[src/logic/id_macros.svh]
`ifndef ID_MACROS_SVH
`define ID_MACROS_SVH

// datapath width, pc and instruction words
`define ID_XLEN 32

// exception code width, matches ecode field
`define ID_EXC_W 7

// entries per bank, one slot kept free so usable depth is 3
`define ID_QDEPTH 4

// andi r0,r0,0
`define ID_INST_NOP 32'h0340_0000

// exception codes
`define ID_EXC_NONE 7'h00
`define ID_EXC_SYS 7'h0b   // syscall
`define ID_EXC_BRK 7'h0c   // break
`define ID_EXC_INE 7'h0d   // instruction not exist

`endif

[src/logic/id_pkg.sv]
`include "id_macros.svh"

package id_pkg;

    typedef logic [`ID_XLEN-1:0] inst_t;     // raw instruction word
    typedef logic [`ID_XLEN-1:0] addr_t;     // byte address
    typedef logic [`ID_EXC_W-1:0] exc_t;
    typedef logic [4:0] reg_idx_t;           // gpr index
    typedef logic [7:0] uop_t;

    // micro-op codes
    localparam uop_t UOP_NOP     = 8'h00;
    localparam uop_t UOP_ADD     = 8'h01;
    localparam uop_t UOP_SUB     = 8'h02;
    localparam uop_t UOP_ADDI    = 8'h03;
    localparam uop_t UOP_LU12I   = 8'h04;
    localparam uop_t UOP_LD      = 8'h10;
    localparam uop_t UOP_ST      = 8'h11;
    localparam uop_t UOP_BEQ     = 8'h20;
    localparam uop_t UOP_BNE     = 8'h21;
    localparam uop_t UOP_B       = 8'h22;
    localparam uop_t UOP_BL      = 8'h23;
    localparam uop_t UOP_JIRL    = 8'h24;
    localparam uop_t UOP_SYSCALL = 8'h30;
    localparam uop_t UOP_BREAK   = 8'h31;

    // branch category, encoding shared with the predictor
    typedef enum logic [1:0] {
        CAT_NONE = 2'b00,
        CAT_COND = 2'b01,
        CAT_B    = 2'b10,   // b and bl
        CAT_JIRL = 2'b11
    } br_cat_t;

    typedef struct packed {
        inst_t      inst0;
        inst_t      inst1;
        addr_t      pc;          // pc of inst0, bit 2 set means inst0 unused
        addr_t      pc_next;     // pc after the pair
        logic       unknown0;    // predictor has no entry for the word
        logic       unknown1;
        logic       first_jmp;   // inst0 predicted taken, inst1 unused
        exc_t       exc;         // fetch side exception
    } fetch_pair_t;

    typedef struct packed {
        inst_t      inst;
        addr_t      pc;
        addr_t      pc_next;
        exc_t       exc;
    } queue_entry_t;

    typedef struct packed {
        logic               valid;
        uop_t               uop;
        logic [`ID_XLEN-1:0] imm;
        reg_idx_t           rd;
        reg_idx_t           rj;
        reg_idx_t           rk;
        addr_t              pc;
        addr_t              pc_next;
        exc_t               exc;
    } decoded_t;

    typedef struct packed {
        logic       valid;
        addr_t      pc;
        addr_t      target0;
        addr_t      target1;
        br_cat_t    cat0;
        br_cat_t    cat1;
    } predict_fb_t;

endpackage

[src/logic/pre_decoder.sv]
module pre_decoder (
    input  id_pkg::inst_t   inst,
    output id_pkg::br_cat_t cat,
    output id_pkg::addr_t   offset
);
    import id_pkg::*;

    logic [5:0] opcode;
    addr_t      offs16;   // beq/bne/jirl style offset
    addr_t      offs26;   // b/bl offset, high part lives in [9:0]

    assign opcode = inst[31:26];

    // word offsets, scaled to bytes and sign extended
    assign offs16 = {{14{inst[25]}}, inst[25:10], 2'b00};
    assign offs26 = {{4{inst[9]}}, inst[9:0], inst[25:10], 2'b00};

    always_comb begin
        cat    = CAT_NONE;
        offset = '0;
        case (opcode)
            6'b010011: begin   // jirl, target depends on rj
                cat    = CAT_JIRL;
                offset = offs16;
            end
            6'b010100,
            6'b010101: begin   // b, bl
                cat    = CAT_B;
                offset = offs26;
            end
            // beq bne blt bge bltu bgeu
            6'b010110,
            6'b010111,
            6'b011000,
            6'b011001,
            6'b011010,
            6'b011011: begin
                cat    = CAT_COND;
                offset = offs16;
            end
            default: begin
                cat    = CAT_NONE;   // not a branch
                offset = '0;
            end
        endcase
    end

endmodule

[src/logic/redirect_unit.sv]
module redirect_unit (
    input  logic                in_valid,
    input  id_pkg::fetch_pair_t fetch,
    output logic                set_pc,
    output id_pkg::addr_t       redirect_pc,
    output logic                drop1,
    output id_pkg::predict_fb_t feedback,
    output logic                valid0,
    output logic                valid1
);
    import id_pkg::*;

    br_cat_t cat0, cat1;
    addr_t   off0, off1;
    addr_t   target0, target1;
    logic    should_jmp0, should_jmp1;
    logic    jmp0, jmp1;

    pre_decoder u_pre0 (
        .inst   (fetch.inst0),
        .cat    (cat0),
        .offset (off0)
    );

    pre_decoder u_pre1 (
        .inst   (fetch.inst1),
        .cat    (cat1),
        .offset (off1)
    );

    // slot 0 unused when fetch started mid pair
    assign valid0 = ~fetch.pc[2];
    assign valid1 = ~fetch.first_jmp;

    assign target0 = fetch.pc + off0;
    assign target1 = fetch.pc + addr_t'(4) + off1;   // slot 1 sits at pc+4

    // static rule: b/bl taken, conditional taken only backward
    assign should_jmp0 = (cat0 == CAT_B) || ((cat0 == CAT_COND) && off0[31]);
    assign should_jmp1 = (cat1 == CAT_B) || ((cat1 == CAT_COND) && off1[31]);

    assign jmp0 = in_valid && valid0 && fetch.unknown0 && should_jmp0;
    assign jmp1 = in_valid && valid1 && fetch.unknown1 && should_jmp1 && !jmp0;   // older wins

    assign set_pc      = jmp0 || jmp1;
    assign redirect_pc = jmp1 ? target1 : target0;
    assign drop1       = jmp0;   // word after a taken slot 0 is on the wrong path

    // predictor training info, reported for every fetched pair
    assign feedback.valid   = in_valid;
    assign feedback.pc      = fetch.pc;
    assign feedback.target0 = target0;
    assign feedback.target1 = target1;
    assign feedback.cat0    = cat0;
    assign feedback.cat1    = cat1;

endmodule

[src/logic/fetch_queue.sv]
`include "id_macros.svh"

module fetch_queue (
    input  logic                 clk,
    input  logic                 reset,
    input  logic                 flush,
    input  logic                 push_valid,
    input  logic                 valid0,
    input  logic                 valid1,
    input  logic                 drop1,
    input  id_pkg::fetch_pair_t  fetch,
    input  logic [1:0]           read_en,   // 00 none, 01 one, 11 two
    output logic                 full,
    output id_pkg::queue_entry_t head0,
    output id_pkg::queue_entry_t head1,
    output logic                 head0_valid,
    output logic                 head1_valid
);
    import id_pkg::*;

    localparam int PTR_W = $clog2(`ID_QDEPTH);

    // two interleaved banks, consecutive words land in alternate banks
    queue_entry_t bank0 [`ID_QDEPTH];
    queue_entry_t bank1 [`ID_QDEPTH];

    logic [PTR_W-1:0] hd0, hd1, tl0, tl1;
    logic [PTR_W-1:0] hd0_inc, hd1_inc, tl0_inc, tl1_inc;
    logic             push_sel;   // bank taking the first queued word
    logic             pop_sel;    // bank holding the oldest word
    logic             empty0, empty1, full0, full1;
    logic             v0, v1;
    logic             push_either, push_both, do_push;
    logic             wr0, wr1;
    logic             pop0, pop1, take0, take1;
    queue_entry_t     ent0, ent1, first_ent;

    assign hd0_inc = hd0 + 1'b1;
    assign hd1_inc = hd1 + 1'b1;
    assign tl0_inc = tl0 + 1'b1;
    assign tl1_inc = tl1 + 1'b1;

    assign empty0 = (hd0 == tl0);
    assign empty1 = (hd1 == tl1);
    assign full0  = (tl0_inc == hd0);   // one slot sacrificed
    assign full1  = (tl1_inc == hd1);
    assign full   = full0 || full1;

    // words actually entering the queue
    assign v0 = valid0;
    assign v1 = valid1 && !drop1;

    always_comb begin
        ent0.inst    = fetch.inst0;
        ent0.pc      = fetch.pc;
        ent0.pc_next = v1 ? fetch.pc + addr_t'(4) : fetch.pc_next;   // last word takes pc_next
        ent0.exc     = fetch.exc;
        ent1.inst    = fetch.inst1;
        ent1.pc      = fetch.pc + addr_t'(4);
        ent1.pc_next = fetch.pc_next;
        ent1.exc     = fetch.exc;
    end

    assign first_ent = v0 ? ent0 : ent1;   // oldest word of this pair

    assign push_either = v0 ^ v1;
    assign push_both   = v0 && v1;
    assign do_push     = push_valid && !full;

    assign wr0 = do_push && (push_both || (push_either && !push_sel));
    assign wr1 = do_push && (push_both || (push_either && push_sel));

    // two pops take both heads, one pop takes the oldest
    assign pop0  = read_en[1] || (read_en[0] && !pop_sel);
    assign pop1  = read_en[1] || (read_en[0] && pop_sel);
    assign take0 = pop0 && !empty0;
    assign take1 = pop1 && !empty1;

    always_ff @(posedge clk) begin
        if (reset || flush) begin
            hd0      <= '0;
            hd1      <= '0;
            tl0      <= '0;
            tl1      <= '0;
            push_sel <= 1'b0;
            pop_sel  <= 1'b0;
        end else begin
            if (take0) hd0 <= hd0_inc;
            if (take1) hd1 <= hd1_inc;
            if (wr0) tl0 <= tl0_inc;
            if (wr1) tl1 <= tl1_inc;
            if (do_push && push_either) push_sel <= ~push_sel;   // odd count shifts order
            if (take0 ^ take1) pop_sel <= ~pop_sel;
        end
    end

    // storage, pointers decide what is live
    always_ff @(posedge clk) begin
        if (wr0) bank0[tl0] <= push_sel ? ent1 : first_ent;
        if (wr1) bank1[tl1] <= push_sel ? first_ent : ent1;
    end

    // heads in program order
    assign head0       = pop_sel ? bank1[hd1] : bank0[hd0];
    assign head1       = pop_sel ? bank0[hd0] : bank1[hd1];
    assign head0_valid = pop_sel ? !empty1 : !empty0;
    assign head1_valid = pop_sel ? !empty0 : !empty1;

endmodule

[src/logic/inst_decoder.sv]
`include "id_macros.svh"

module inst_decoder (
    input  id_pkg::queue_entry_t entry,
    input  logic                 entry_valid,
    output id_pkg::decoded_t     out
);
    import id_pkg::*;

    inst_t               inst;
    uop_t                uop;
    logic [`ID_XLEN-1:0] imm;
    logic                illegal;
    logic [`ID_XLEN-1:0] si12, si20, offs16, offs26;
    exc_t                exc;

    assign inst = entry.inst;

    // immediate forms
    assign si12   = {{20{inst[21]}}, inst[21:10]};
    assign si20   = {inst[24:5], 12'h000};                      // lu12i.w
    assign offs16 = {{14{inst[25]}}, inst[25:10], 2'b00};
    assign offs26 = {{4{inst[9]}}, inst[9:0], inst[25:10], 2'b00};   // b, bl

    always_comb begin
        uop     = UOP_NOP;
        imm     = '0;
        illegal = 1'b0;
        if (inst == `ID_INST_NOP) begin
            uop = UOP_NOP;   // canonical nop, no exception
        end else begin
            casez (inst[31:15])
                17'b00000000000100000: uop = UOP_ADD;
                17'b00000000000100010: uop = UOP_SUB;
                17'b0000001010???????: begin
                    uop = UOP_ADDI;
                    imm = si12;
                end
                17'b0001010??????????: begin
                    uop = UOP_LU12I;
                    imm = si20;
                end
                17'b0010100010???????: begin   // ld.w
                    uop = UOP_LD;
                    imm = si12;
                end
                17'b0010100110???????: begin   // st.w, rd is the data reg
                    uop = UOP_ST;
                    imm = si12;
                end
                17'b010110???????????: begin
                    uop = UOP_BEQ;
                    imm = offs16;
                end
                17'b010111???????????: begin
                    uop = UOP_BNE;
                    imm = offs16;
                end
                17'b010100???????????: begin
                    uop = UOP_B;
                    imm = offs26;
                end
                17'b010101???????????: begin
                    uop = UOP_BL;
                    imm = offs26;
                end
                17'b010011???????????: begin
                    uop = UOP_JIRL;
                    imm = offs16;
                end
                17'b00000000001010110: uop = UOP_SYSCALL;
                17'b00000000001010100: uop = UOP_BREAK;
                default: illegal = 1'b1;   // outside the supported subset
            endcase
        end
    end

    // fetch exception has priority over decode ones
    always_comb begin
        if (entry.exc != `ID_EXC_NONE) exc = entry.exc;
        else if (illegal)              exc = `ID_EXC_INE;
        else if (uop == UOP_SYSCALL)   exc = `ID_EXC_SYS;
        else if (uop == UOP_BREAK)     exc = `ID_EXC_BRK;
        else                           exc = `ID_EXC_NONE;
    end

    always_comb begin
        if (entry_valid) begin
            out.valid   = 1'b1;
            out.uop     = uop;
            out.imm     = imm;
            out.rd      = inst[4:0];
            out.rj      = inst[9:5];
            out.rk      = inst[14:10];
            out.pc      = entry.pc;
            out.pc_next = entry.pc_next;
            out.exc     = exc;
        end else begin
            out.valid   = 1'b0;   // empty slot record
            out.uop     = UOP_NOP;
            out.imm     = '0;
            out.rd      = '0;
            out.rj      = '0;
            out.rk      = '0;
            out.pc      = '0;
            out.pc_next = addr_t'(4);
            out.exc     = `ID_EXC_NONE;
        end
    end

endmodule

[src/logic/id_stage.sv]
module id_stage (
    input  logic                clk,
    input  logic                reset,
    input  logic                in_valid,
    input  logic                flush,
    input  id_pkg::fetch_pair_t fetch,
    input  logic [1:0]          read_en,   // pop count, 10 unused
    output logic                full,      // stall to fetch
    output id_pkg::decoded_t    slot0,
    output id_pkg::decoded_t    slot1,
    output id_pkg::predict_fb_t feedback,
    output logic                set_pc,
    output id_pkg::addr_t       redirect_pc
);
    import id_pkg::*;

    logic         valid0, valid1, drop1;
    queue_entry_t head0, head1;
    logic         head0_valid, head1_valid;

    // input side, same cycle redirect
    redirect_unit u_redirect (
        .in_valid    (in_valid),
        .fetch       (fetch),
        .set_pc      (set_pc),
        .redirect_pc (redirect_pc),
        .drop1       (drop1),
        .feedback    (feedback),
        .valid0      (valid0),
        .valid1      (valid1)
    );

    fetch_queue u_queue (
        .clk         (clk),
        .reset       (reset),
        .flush       (flush),
        .push_valid  (in_valid),
        .valid0      (valid0),
        .valid1      (valid1),
        .drop1       (drop1),
        .fetch       (fetch),
        .read_en     (read_en),
        .full        (full),
        .head0       (head0),
        .head1       (head1),
        .head0_valid (head0_valid),
        .head1_valid (head1_valid)
    );

    // output side, oldest word goes to slot 0
    inst_decoder u_dec0 (
        .entry       (head0),
        .entry_valid (head0_valid),
        .out         (slot0)
    );

    inst_decoder u_dec1 (
        .entry       (head1),
        .entry_valid (head1_valid),
        .out         (slot1)
    );

endmodule

[config.mk]
export PLATFORM = sky130hd
export DESIGN_NAME = id_stage
export DESIGN_NICKNAME = d
export VERILOG_FILES = /design/src/logic/id_pkg.sv /design/src/logic/pre_decoder.sv /design/src/logic/redirect_unit.sv /design/src/logic/fetch_queue.sv /design/src/logic/inst_decoder.sv /design/src/logic/id_stage.sv
export VERILOG_INCLUDE_DIRS = /design/src /design/src/logic
export SDC_FILE = /design/constraint.sdc
export NUM_CORES = 1
export LEC_CHECK = 0
export BUFFER_PORTS_ARGS = -buffer_cell sky130_fd_sc_hd__buf_2
export CORE_UTILIZATION = 45
export DETAILED_ROUTE_END_ITERATION = 12
export GPL_ROUTABILITY_DRIVEN = 1
export PLACE_DENSITY_LB_ADDON = 0.05
export SLEW_MARGIN = 20
export SYNTH_ARGS = -nofsm -noshare
export SYNTH_HDL_FRONTEND = slang
export SYNTH_SLANG_ARGS = --single-unit
[constraint.sdc]
create_clock -name clk -period 15.05 [get_ports clk]
set_clock_uncertainty 0.15 [all_clocks]
set_input_delay 1.505 -clock clk [delete_from_list [all_inputs] [get_ports clk]]
set_output_delay 1.505 -clock clk [all_outputs]
set_load 0.02 [all_outputs]
; Word level (Yosys, flattened, before mapping)
; Memory sizes are Yosys's and may differ from the RTL's. A register that Yosys moved wholly into a read port is not among the register bits.
; Cells that the tools add are included.
[totals]
memories = 2
out_inout_bits = 389
reg_bits = 10
inputBits = 144
word_cells = 174
ramBits = 824
[classes]
n_reduce_logical = 52
n_addsub = 7
n_bitwise = 6
n_eq_ne = 58
mux = 43
[memory_table]
columns = name, depth, word_bits, rd, rd_ports_with_merged_regs, write_ports, line
row1 = u_queue.bank0, 4, 103, 1, 1, 1, fetch_queue.sv:24  ; queue_entry_t bank0 [`ID_QDEPTH];
row2 = u_queue.bank1, 4, 103, 1, 1, 1, fetch_queue.sv:25  ; queue_entry_t bank1 [`ID_QDEPTH];
[op_table]
columns = op, count
row1 = 2-to-1 mux 103 bit, 5
row2 = case mux 32 bit (4 select lines), 2
row3 = 2-to-1 mux 127 bit, 2
row4 = == test 6 x 5 -> 1 bit (second input constant), 28
row5 = case mux 6 bit (13 select lines), 2
row6 = 2-to-1 mux 32 bit, 4
row7 = case mux 32 bit (2 select lines), 2
row8 = == test 17 x 6 -> 1 bit (second input constant), 4
row9 = == test 17 x 7 -> 1 bit (second input constant), 4
row10 = adder 32 bit, 2
row11 = == test 32 x 26 -> 1 bit (second input constant), 2
row12 = 2-to-1 mux 7 bit, 6
row13 = == test 10 x 8 -> 1 bit (second input constant), 4
row14 = adder 32 x 3 -> 32 bit (second input constant), 1
row15 = == test 8 x 6 -> 1 bit (second input constant), 4
row16 = OR reduction 13 bit, 2
row17 = logical AND 1 bit, 21
row18 = == test 10 x 4 -> 1 bit (second input constant), 2
row19 = 2-to-1 mux 8 bit, 2
row20 = == test 7 x 4 -> 1 bit (second input constant), 2
row21 = nonzero test 7 bit, 2
row22 = OR reduction 7 bit, 2
row23 = case mux 2 bit (3 select lines), 2
row24 = OR reduction 3 bit, 4
row25 = 13 further kinds, 55

; Longest topological paths before layout
; Gate-level depths: netlist of run 1.
[logic_depth]
ltp_word = 15
ltp_mapped = 18
ltp_nobuf = 17

; Cells and area by module
; From an unflattened synthesis of run 1, not the netlist that was laid out.
[unflattened]
cells_unflattened = 3280
hier_area_um2 = 44431.4
[modules_own_cells]
columns = module, cells_each, area_each_um2, seq_area_each_um2, n_inst
row1 = fetch_queue, 2012, 35840.6, 25024.0, 1
row2 = redirect_unit, 656, 4621.9, 0.0, 1
row3 = inst_decoder, 258, 1637.8, 0.0, 2
row4 = pre_decoder, 48, 346.6, 0.0, 2

; Worst setup path after synthesis of run 1
; No wires, ideal clock.
[synth_timing]
kind = in2out
from = in fetch[47] in the netlist's numbering
to = out redirect_pc[30]
path_buffers = 2
setup_slack_ps = 8142
t_required_ps = 13395
path_stages = 18
t_arrival_ps = 5253
cell_sequence = clkbuf_1 > nand4_1 > nor2_1 > and3_1 > clkbuf_1 > nand3_1 > xor2_1 > inv_1 > ha_1 > a211o_1 > a21oi_1 > nor3b_1 > a41o_1 > a2111oi_0 > a21oi_1 > a31oi_1 > xnor2_1 > mux2_2
[synth_rtl]
columns = element, line
row1 = "start, declared", id_stage.sv:6  ; input id_pkg::fetch_pair_t fetch,
row2 = "end, declared", id_stage.sv:13  ; output id_pkg::addr_t redirect_pc

; Final worst setup path of run 1
[layout_timing]
from = in fetch[136] in the netlist's numbering
to = out redirect_pc[30]
[layout_between]
elab_chain_len = 10
elab_cells_between_ends = 23
cone_classes = add/sub: 1 / eq/ne: 11 / mux: 3 / reduce/logical: 8
[layout_rtl]
columns = element, line
row1 = branches (longest 9 deep; another with adder 32 bit), --
row2 = 2-to-1 mux 32 bit (*), redirect_unit.sv:46  ; assign redirect_pc = jmp1 ? target1 : target0;
; Every way passes the cells marked *.

==> results of run 1 <==
==> metrics by stage <==
stage | hold WS, ps | util (%) | instance area (um^2) | power, W
5_1_grt | 475 | 52.8 | 49500 | 0.00590
4_1_cts | 451 | 52.7 | 49400 | 0.00577
6_report | 455 | 52.8 | 49500 | 0.00574
3_3_place_gp | 415 | 49.4 | 46300 | 0.00345
3_5_place_dp | 423 | 49.4 | 46300 | 0.00346
2_1_floorplan | 385 | - | 42800 | 0.00315
==> worst paths after layout <==
kind / slack, ps / start / depth (start not counted) / endpoint
max: 6310 / fetch[136] / 18 / redirect_pc[30]
min: 460 / u_queue.hd1[0] / 2 / u_queue.hd1[0]
max reg2reg: 10370 / u_queue.tl1[0] / 8 / u_queue.bank0[3][37]
min reg2reg: 460 / u_queue.hd1[0] / 2 / u_queue.hd1[0]
==> layout by cell type, fill, tap and decap left out, drive strengths merged, types with 14 or more instances in the layout <==
cell and n:
a22oi 48, clkinv 29, a21o 34, dfxtp 14
a211oi 14, xor2 44, inv 98, nand3 36
nor4b 15, a22o 27, and2 52, nand2 588
mux2 52, bufinv 16, nor2 229, a21oi 285
and3 17, clkbuf 109, mux2i 41, o21ai 53
nor4 22, buf 574, edfxtp 824, mux4 215
ha 68, xnor2 82, o21a 16, nand2b 21
nor3 37, o211ai 15
==> cell type report <==
cell class	count	area [um^2]	area share, %
sequential	838	25000	50.6
multi-input combinational	2164	16400	33.1
timing repair buffer	574	2990	6.05
clock buffer	109	2380	4.80
tap	1254	1570	3.17
clock inverter	57	722	1.46
inverter	96	365	0.739
antenna	13	32.5	0.0658
==> where the power goes <==
| part | internal, W | total, W | switching [W] |
|---|---|---|---|
| combinational | 0.000227 | 0.000773 | 0.000546 |
| sequential | 0.00263 | 0.00265 | 0.0000176 |
| clock | 0.00140 | 0.00232 | 0.000922 |
| total | 0.00426 | 0.00574 | 0.00149 |
==> worst min-delay path, cell delays in order (launching register included) <==
cell	delay, ps
dfxtp_1	340
xnor2_1	150
nor2_1	80
==> cells by family after synthesis <==
group / after synthesis / synth area share (%)
simple gates: 1093 / 11.3
flops: 838 / 58.5
compound gates: 561 / 8.11
buf+inv: 327 / 3.56
mux: 308 / 13.8
xor+xnor: 126 / 2.60
fa+ha+maj: 70 / 2.08
other cells: 1 / 0.00876
==> sequential cells by signal, indices dropped and copies added, names as in the netlist, named ones only <==
name,cells
u_queue.bank0,412
u_queue.bank1,412
u_queue.hd0,2
u_queue.hd1,2
u_queue.tl0,2
u_queue.tl1,2
u_queue.pop_sel,1
u_queue.push_sel,1
==> metal layers <==
| layer | GRT usage (%) | vias to the layer above |
|---|---|---|
| met2 | 52.4 | 1547 |
| met3 | 4.18 | 248 |
| met5 | 0 | - |
| li1 | - | 13400 |
| met4 | 12.1 | 12 |
| met1 | 41.9 | 15800 |
==> impl_metrics.env, run 1 <==
export IMPL_synthCells=3324
export IMPL_synth_edf_count=824
export IMPL_cts_max_level=3
export IMPL_die_h_um=310
export IMPL_finalNonFillerCells=5105
export IMPL_powerDensity_mw_per_mm2=116
export IMPL_clock_sinks=838
export IMPL_vias_per_cell=6.07
export IMPL_synth_area_leaders="edfxtp_1, mux4_2, nand2_1, a21oi_1, nor2_1"
export IMPL_preCtsSetupSlack_ps=6460
export IMPL_startpoint_type="primary input"
export IMPL_routabilityCongestion=0.950
export IMPL_m1WireLength_um=61300
export IMPL_cap_violations=0
export IMPL_overflow=0
export IMPL_cts_root_buf="clkbuf_16"
export IMPL_ys_seq_area_share_pct=58.5
export IMPL_rows=112
export IMPL_clk_latency_ps=640
export IMPL_cpMaxStageDelayCell="nor2_1"
export IMPL_grt_total_usage_pct=31.4
export IMPL_setup_viol=0
export IMPL_hold_class="reg -> reg"
export IMPL_synthDistinctLibCells=89
export IMPL_p_leak_nw=18.3
export IMPL_routed_wl_um=153000
export IMPL_post_route_period_util_pct=58.1
export IMPL_cp_max_fo=16
export IMPL_dpl_hpwl_um=106000
export IMPL_yosys_area_top_type="edfxtp_1"
export IMPL_synth_ff_type="edfxtp_1"
export IMPL_dr_pass1_iters=5
export IMPL_dr_wl_met3_um=11400
export IMPL_run_status="complete, no violations"
export IMPL_relSlewSlack_pct=22.5
export IMPL_async_flop_share_pct=0
export IMPL_path_buf_inv=3
export IMPL_fillers=8030
export IMPL_ctsHoldBuffers=0
export IMPL_areaGrowthSynthToFinish_pct=15.6
export IMPL_cts_path_max_buffers=3
export IMPL_cts_setup_buffers=0
export IMPL_rsz0062_at_grt="no"
export IMPL_num_nets_final=3978
export IMPL_route_met2_wl_um=74700
export IMPL_path_class="in -> out"
export IMPL_cts_tree="yes"
export IMPL_cpMostUsedCell="buf_2"
export IMPL_timing_final_ws_setup_ps=6310
export IMPL_syn_avg_cell_area_um2=12.9
export IMPL_cts_resized=0
export IMPL_start_util_pct=45.6
export IMPL_drv_slew=0
export IMPL_postRouteAntennaNets=0
export IMPL_worstPathArrival_ps=7080
export IMPL_critPathRequiredTime_ps=13400
export IMPL_drtIter0Drc=3097
export IMPL_drc=0
export IMPL_io_pins=533
export IMPL_portBuffers=526
export IMPL_path_cells="buf_2 > nor2b_1 > nand2_1 > nor2_1 > and2_1 > ha_1 > inv_1 > fa_1 > nand2b_1 > a21oi_1 > o2111ai_1 > a311oi_1 > o22ai_1 > o21ai_0 > a2111oi_0 > a311o_1 > mux2_2 > buf_2"
export IMPL_grt_pass1_vias=29900
export IMPL_grt_pass1_wl_um=215000
export IMPL_period_needed_ps=8740
export IMPL_worst_pin_slew_ps=1160
export IMPL_clk_pin_slew_ps=60
export IMPL_antenna_found_initial=21
export IMPL_core_mm2=0.0937
export IMPL_die_area_mm2=0.0963
export IMPL_ys_warn_count=0
export IMPL_vdd_drop_max_v=0.000152
export IMPL_critPathTopFamily="compound AO/OA/AOI/OAI gates"
export IMPL_synth_top_area_share_pct=57.8
export IMPL_drive_gt1_share_pct=26.2
export IMPL_route_vias_total=31000
export IMPL_final_hold_violation_count=0
export IMPL_place_inst=4926
export IMPL_cp_slowest_stage_delay_ps=790
export IMPL_ys_ff_latch=838
export IMPL_die_width_um=310
export IMPL_wl_per_cell_um=30.0
export IMPL_synth_most_common_cell="edfxtp_1"
export IMPL_syn_area_mm2=0.0428
export IMPL_yosys_top_cells_count="edfxtp_1, nand2_1, a21oi_1"
export IMPL_endpoint_kind="primary output"
export IMPL_tns_ps=0
export IMPL_numCtsBuffers=90
export IMPL_grt_max_degree=69
export IMPL_highest_layer="met5"
export IMPL_fmax_ghz=0.114
(Power assumes the default switching activity.)
==> run 2, diff against run 1 <==
Clock period 15.05 ns to 8.2 ns, I/O delays scaled along.
==> run 2 against run 1 <==
Critical path type unchanged. Sequential power rose by 83%. Highest routed layer unchanged. Global-route usage grew 0.48 points. Power up 79%. Setup slack got worse by 4900 ps. Register-to-register slack got worse by 6400 ps. Non-clock buffer count is 2 higher.
==> impl_metrics.env, run 2 (same netlist as run 1, synthesis figures left out) <==
export IMPL_run_status="complete, no violations"
export IMPL_io_pins=533
export IMPL_ctsHoldBuffers=0
export IMPL_mostFrequentLayoutCell="edfxtp_1"
export IMPL_finalNonFillerCells=5114
export IMPL_reg2reg_slack_ps=3970
export IMPL_grt_pass1_wl_um=217000
export IMPL_routabilityCongestion=0.945
export IMPL_numCtsBuffers=93
export IMPL_m1WireLength_um=61900
export IMPL_cts_max_level=3
export IMPL_die_width_um=310
export IMPL_worstHoldPathCells=1
export IMPL_dr_wl_met3_um=11500
export IMPL_cts_tree="yes"
export IMPL_core_mm2=0.0937
export IMPL_path_cells="buf_2 > ha_1 > nand4_1 > nor4_1 > nand2b_1 > nor2_1 > nand3_1 > xor2_1 > inv_1 > ha_1 > nor2b_1 > o21ai_0 > nand2b_1 > a2111oi_0 > a21oi_1 > a31oi_1 > xnor2_1 > mux2_2 > buf_2"
export IMPL_antenna_found_initial=22
export IMPL_route_met2_wl_um=74100
export IMPL_portBuffers=526
export IMPL_route_vias_total=31100
export IMPL_die_area_mm2=0.0963
export IMPL_post_route_period_util_pct=82.5
export IMPL_critPathRequiredTime_ps=7230
export IMPL_endpoint_kind="primary output"
export IMPL_routed_wl_um=155000
export IMPL_dr_pass1_iters=6
export IMPL_final_hold_violation_count=0
export IMPL_tns_ps=0
export IMPL_vdd_drop_max_v=0.000167
export IMPL_startpoint_type="primary input"
export IMPL_rsz0062_at_grt="no"
export IMPL_powerDensity_mw_per_mm2=209
export IMPL_rows=112
export IMPL_setup_viol=0
export IMPL_wl_per_cell_um=30.3
export IMPL_period_needed_ps=6770
export IMPL_fin_util_pct=52.7
export IMPL_vias_per_cell=6.09
export IMPL_worstPathArrival_ps=5800
export IMPL_mostFrequentLayoutCells="edfxtp_1, nand2_1, buf_2"
export IMPL_drtIter0Drc=3231
export IMPL_start_util_pct=45.6
export IMPL_place_inst=4927
export IMPL_hp_start="fetch[6]"
export IMPL_p_leak_nw=18.2
export IMPL_min_to="u_queue.bank0[3][6]"
export IMPL_clock_sinks=838
export IMPL_grt_total_usage_pct=31.9
export IMPL_path_class="in -> out"
export IMPL_reg_top3="u_queue.bank0: 412 flops, u_queue.bank1: 412 flops"
export IMPL_clk_latency_ps=650
export IMPL_hold_class="in -> reg"
export IMPL_highest_layer="met5"
export IMPL_postRouteAntennaNets=0
export IMPL_rr_endpoint="u_queue.bank0[0][71]"
export IMPL_cts_resized=0
export IMPL_grt_pass1_vias=30300
export IMPL_cp_slowest_stage_delay_ps=870
export IMPL_clk_pin_slew_ps=60
export IMPL_drc=0
export IMPL_grt_max_degree=96
export IMPL_die_h_um=310
export IMPL_cpMaxStageDelayCell="nor4_1"
export IMPL_cts_setup_buffers=0
export IMPL_areaGrowthSynthToFinish_pct=15.4
export IMPL_dpl_hpwl_um=108000
export IMPL_cts_path_max_buffers=3
export IMPL_fmax_ghz=0.148
export IMPL_reg2reg_depth=8
export IMPL_drive_gt1_share_pct=26.0
export IMPL_relSlewSlack_pct=14.7
export IMPL_cp_max_fo=6
export IMPL_num_nets_final=3983
export IMPL_timing_rr_start="u_queue.tl0[0]"
export IMPL_cap_violations=0
export IMPL_cts_root_buf="clkbuf_16"
export IMPL_worst_pin_slew_ps=1270
export IMPL_drv_slew=0
export IMPL_overflow=0
## run 2: cell types whose count changed in the layout (fill, tap and decap cells not counted), sizes merged
cell and delta:
buf +2, diode +3, inv +3, clkinvlp -5, bufinv -10, clkbuf +9, clkinv +7
## run 2: metrics by stage
step | total power (W) | worst slack, ps | hold WS [ps] | area, um^2
floorplan | 0.00579 | 2400 | 385 | 42800
global placement | 0.00635 | 1610 | 415 | 46400
detailed placement | 0.00637 | 1520 | 430 | 46400
CTS | 0.0103 | 1510 | 239 | 49300
global route | 0.0106 | 1180 | 276 | 49400
finish | 0.0103 | 1430 | 282 | 49400
## run 2: how the worst max path moves through the flow
stage                     from                  end  depth (start not counted)
floorplan           fetch[135]  u_queue.bank0[1][0]                         10
CTS                  fetch[44]      redirect_pc[30]                         19
detailed placement   fetch[44]      redirect_pc[30]                         19
global placement     fetch[44]      redirect_pc[30]                         19
global route         fetch[44]      redirect_pc[30]                         19
finish               fetch[44]      redirect_pc[30]                         19
## run 2: cell type report
type                       instances  area (um^2)
sequential                       838        25000
clock buffer                     118         2450
inverter                          96          365
antenna                           16         40.0
multi-input combinational       2164        16400
tap                             1254         1570
clock inverter                    52          445
timing repair buffer             576         3100
fill                            8058        44400
## run 2: critical path, delay by kind of cell
family	cells	cell delay [ps]
simple gates	7	2280
compound gates	4	980
fa+ha+maj	2	620
buf+inv	3	400
xor+xnor	2	400
mux	1	270
## run 2: power by group
group / total (W) / internal [W] / switching, W
registers: 0.00486 / 0.00483 / 0.0000308
clock network: 0.00401 / 0.00231 / 0.00170
logic: 0.00143 / 0.000420 / 0.00101
## run 2: metal layers
| layer | GRT usage (%) | vias up |
|---|---|---|
| li1 | - | 13400 |
| met1 | 41.9 | 15900 |
| met2 | 52.0 | 1561 |
| met3 | 4.82 | 285 |
| met4 | 15.2 | 14 |
| met5 | 0 | - |
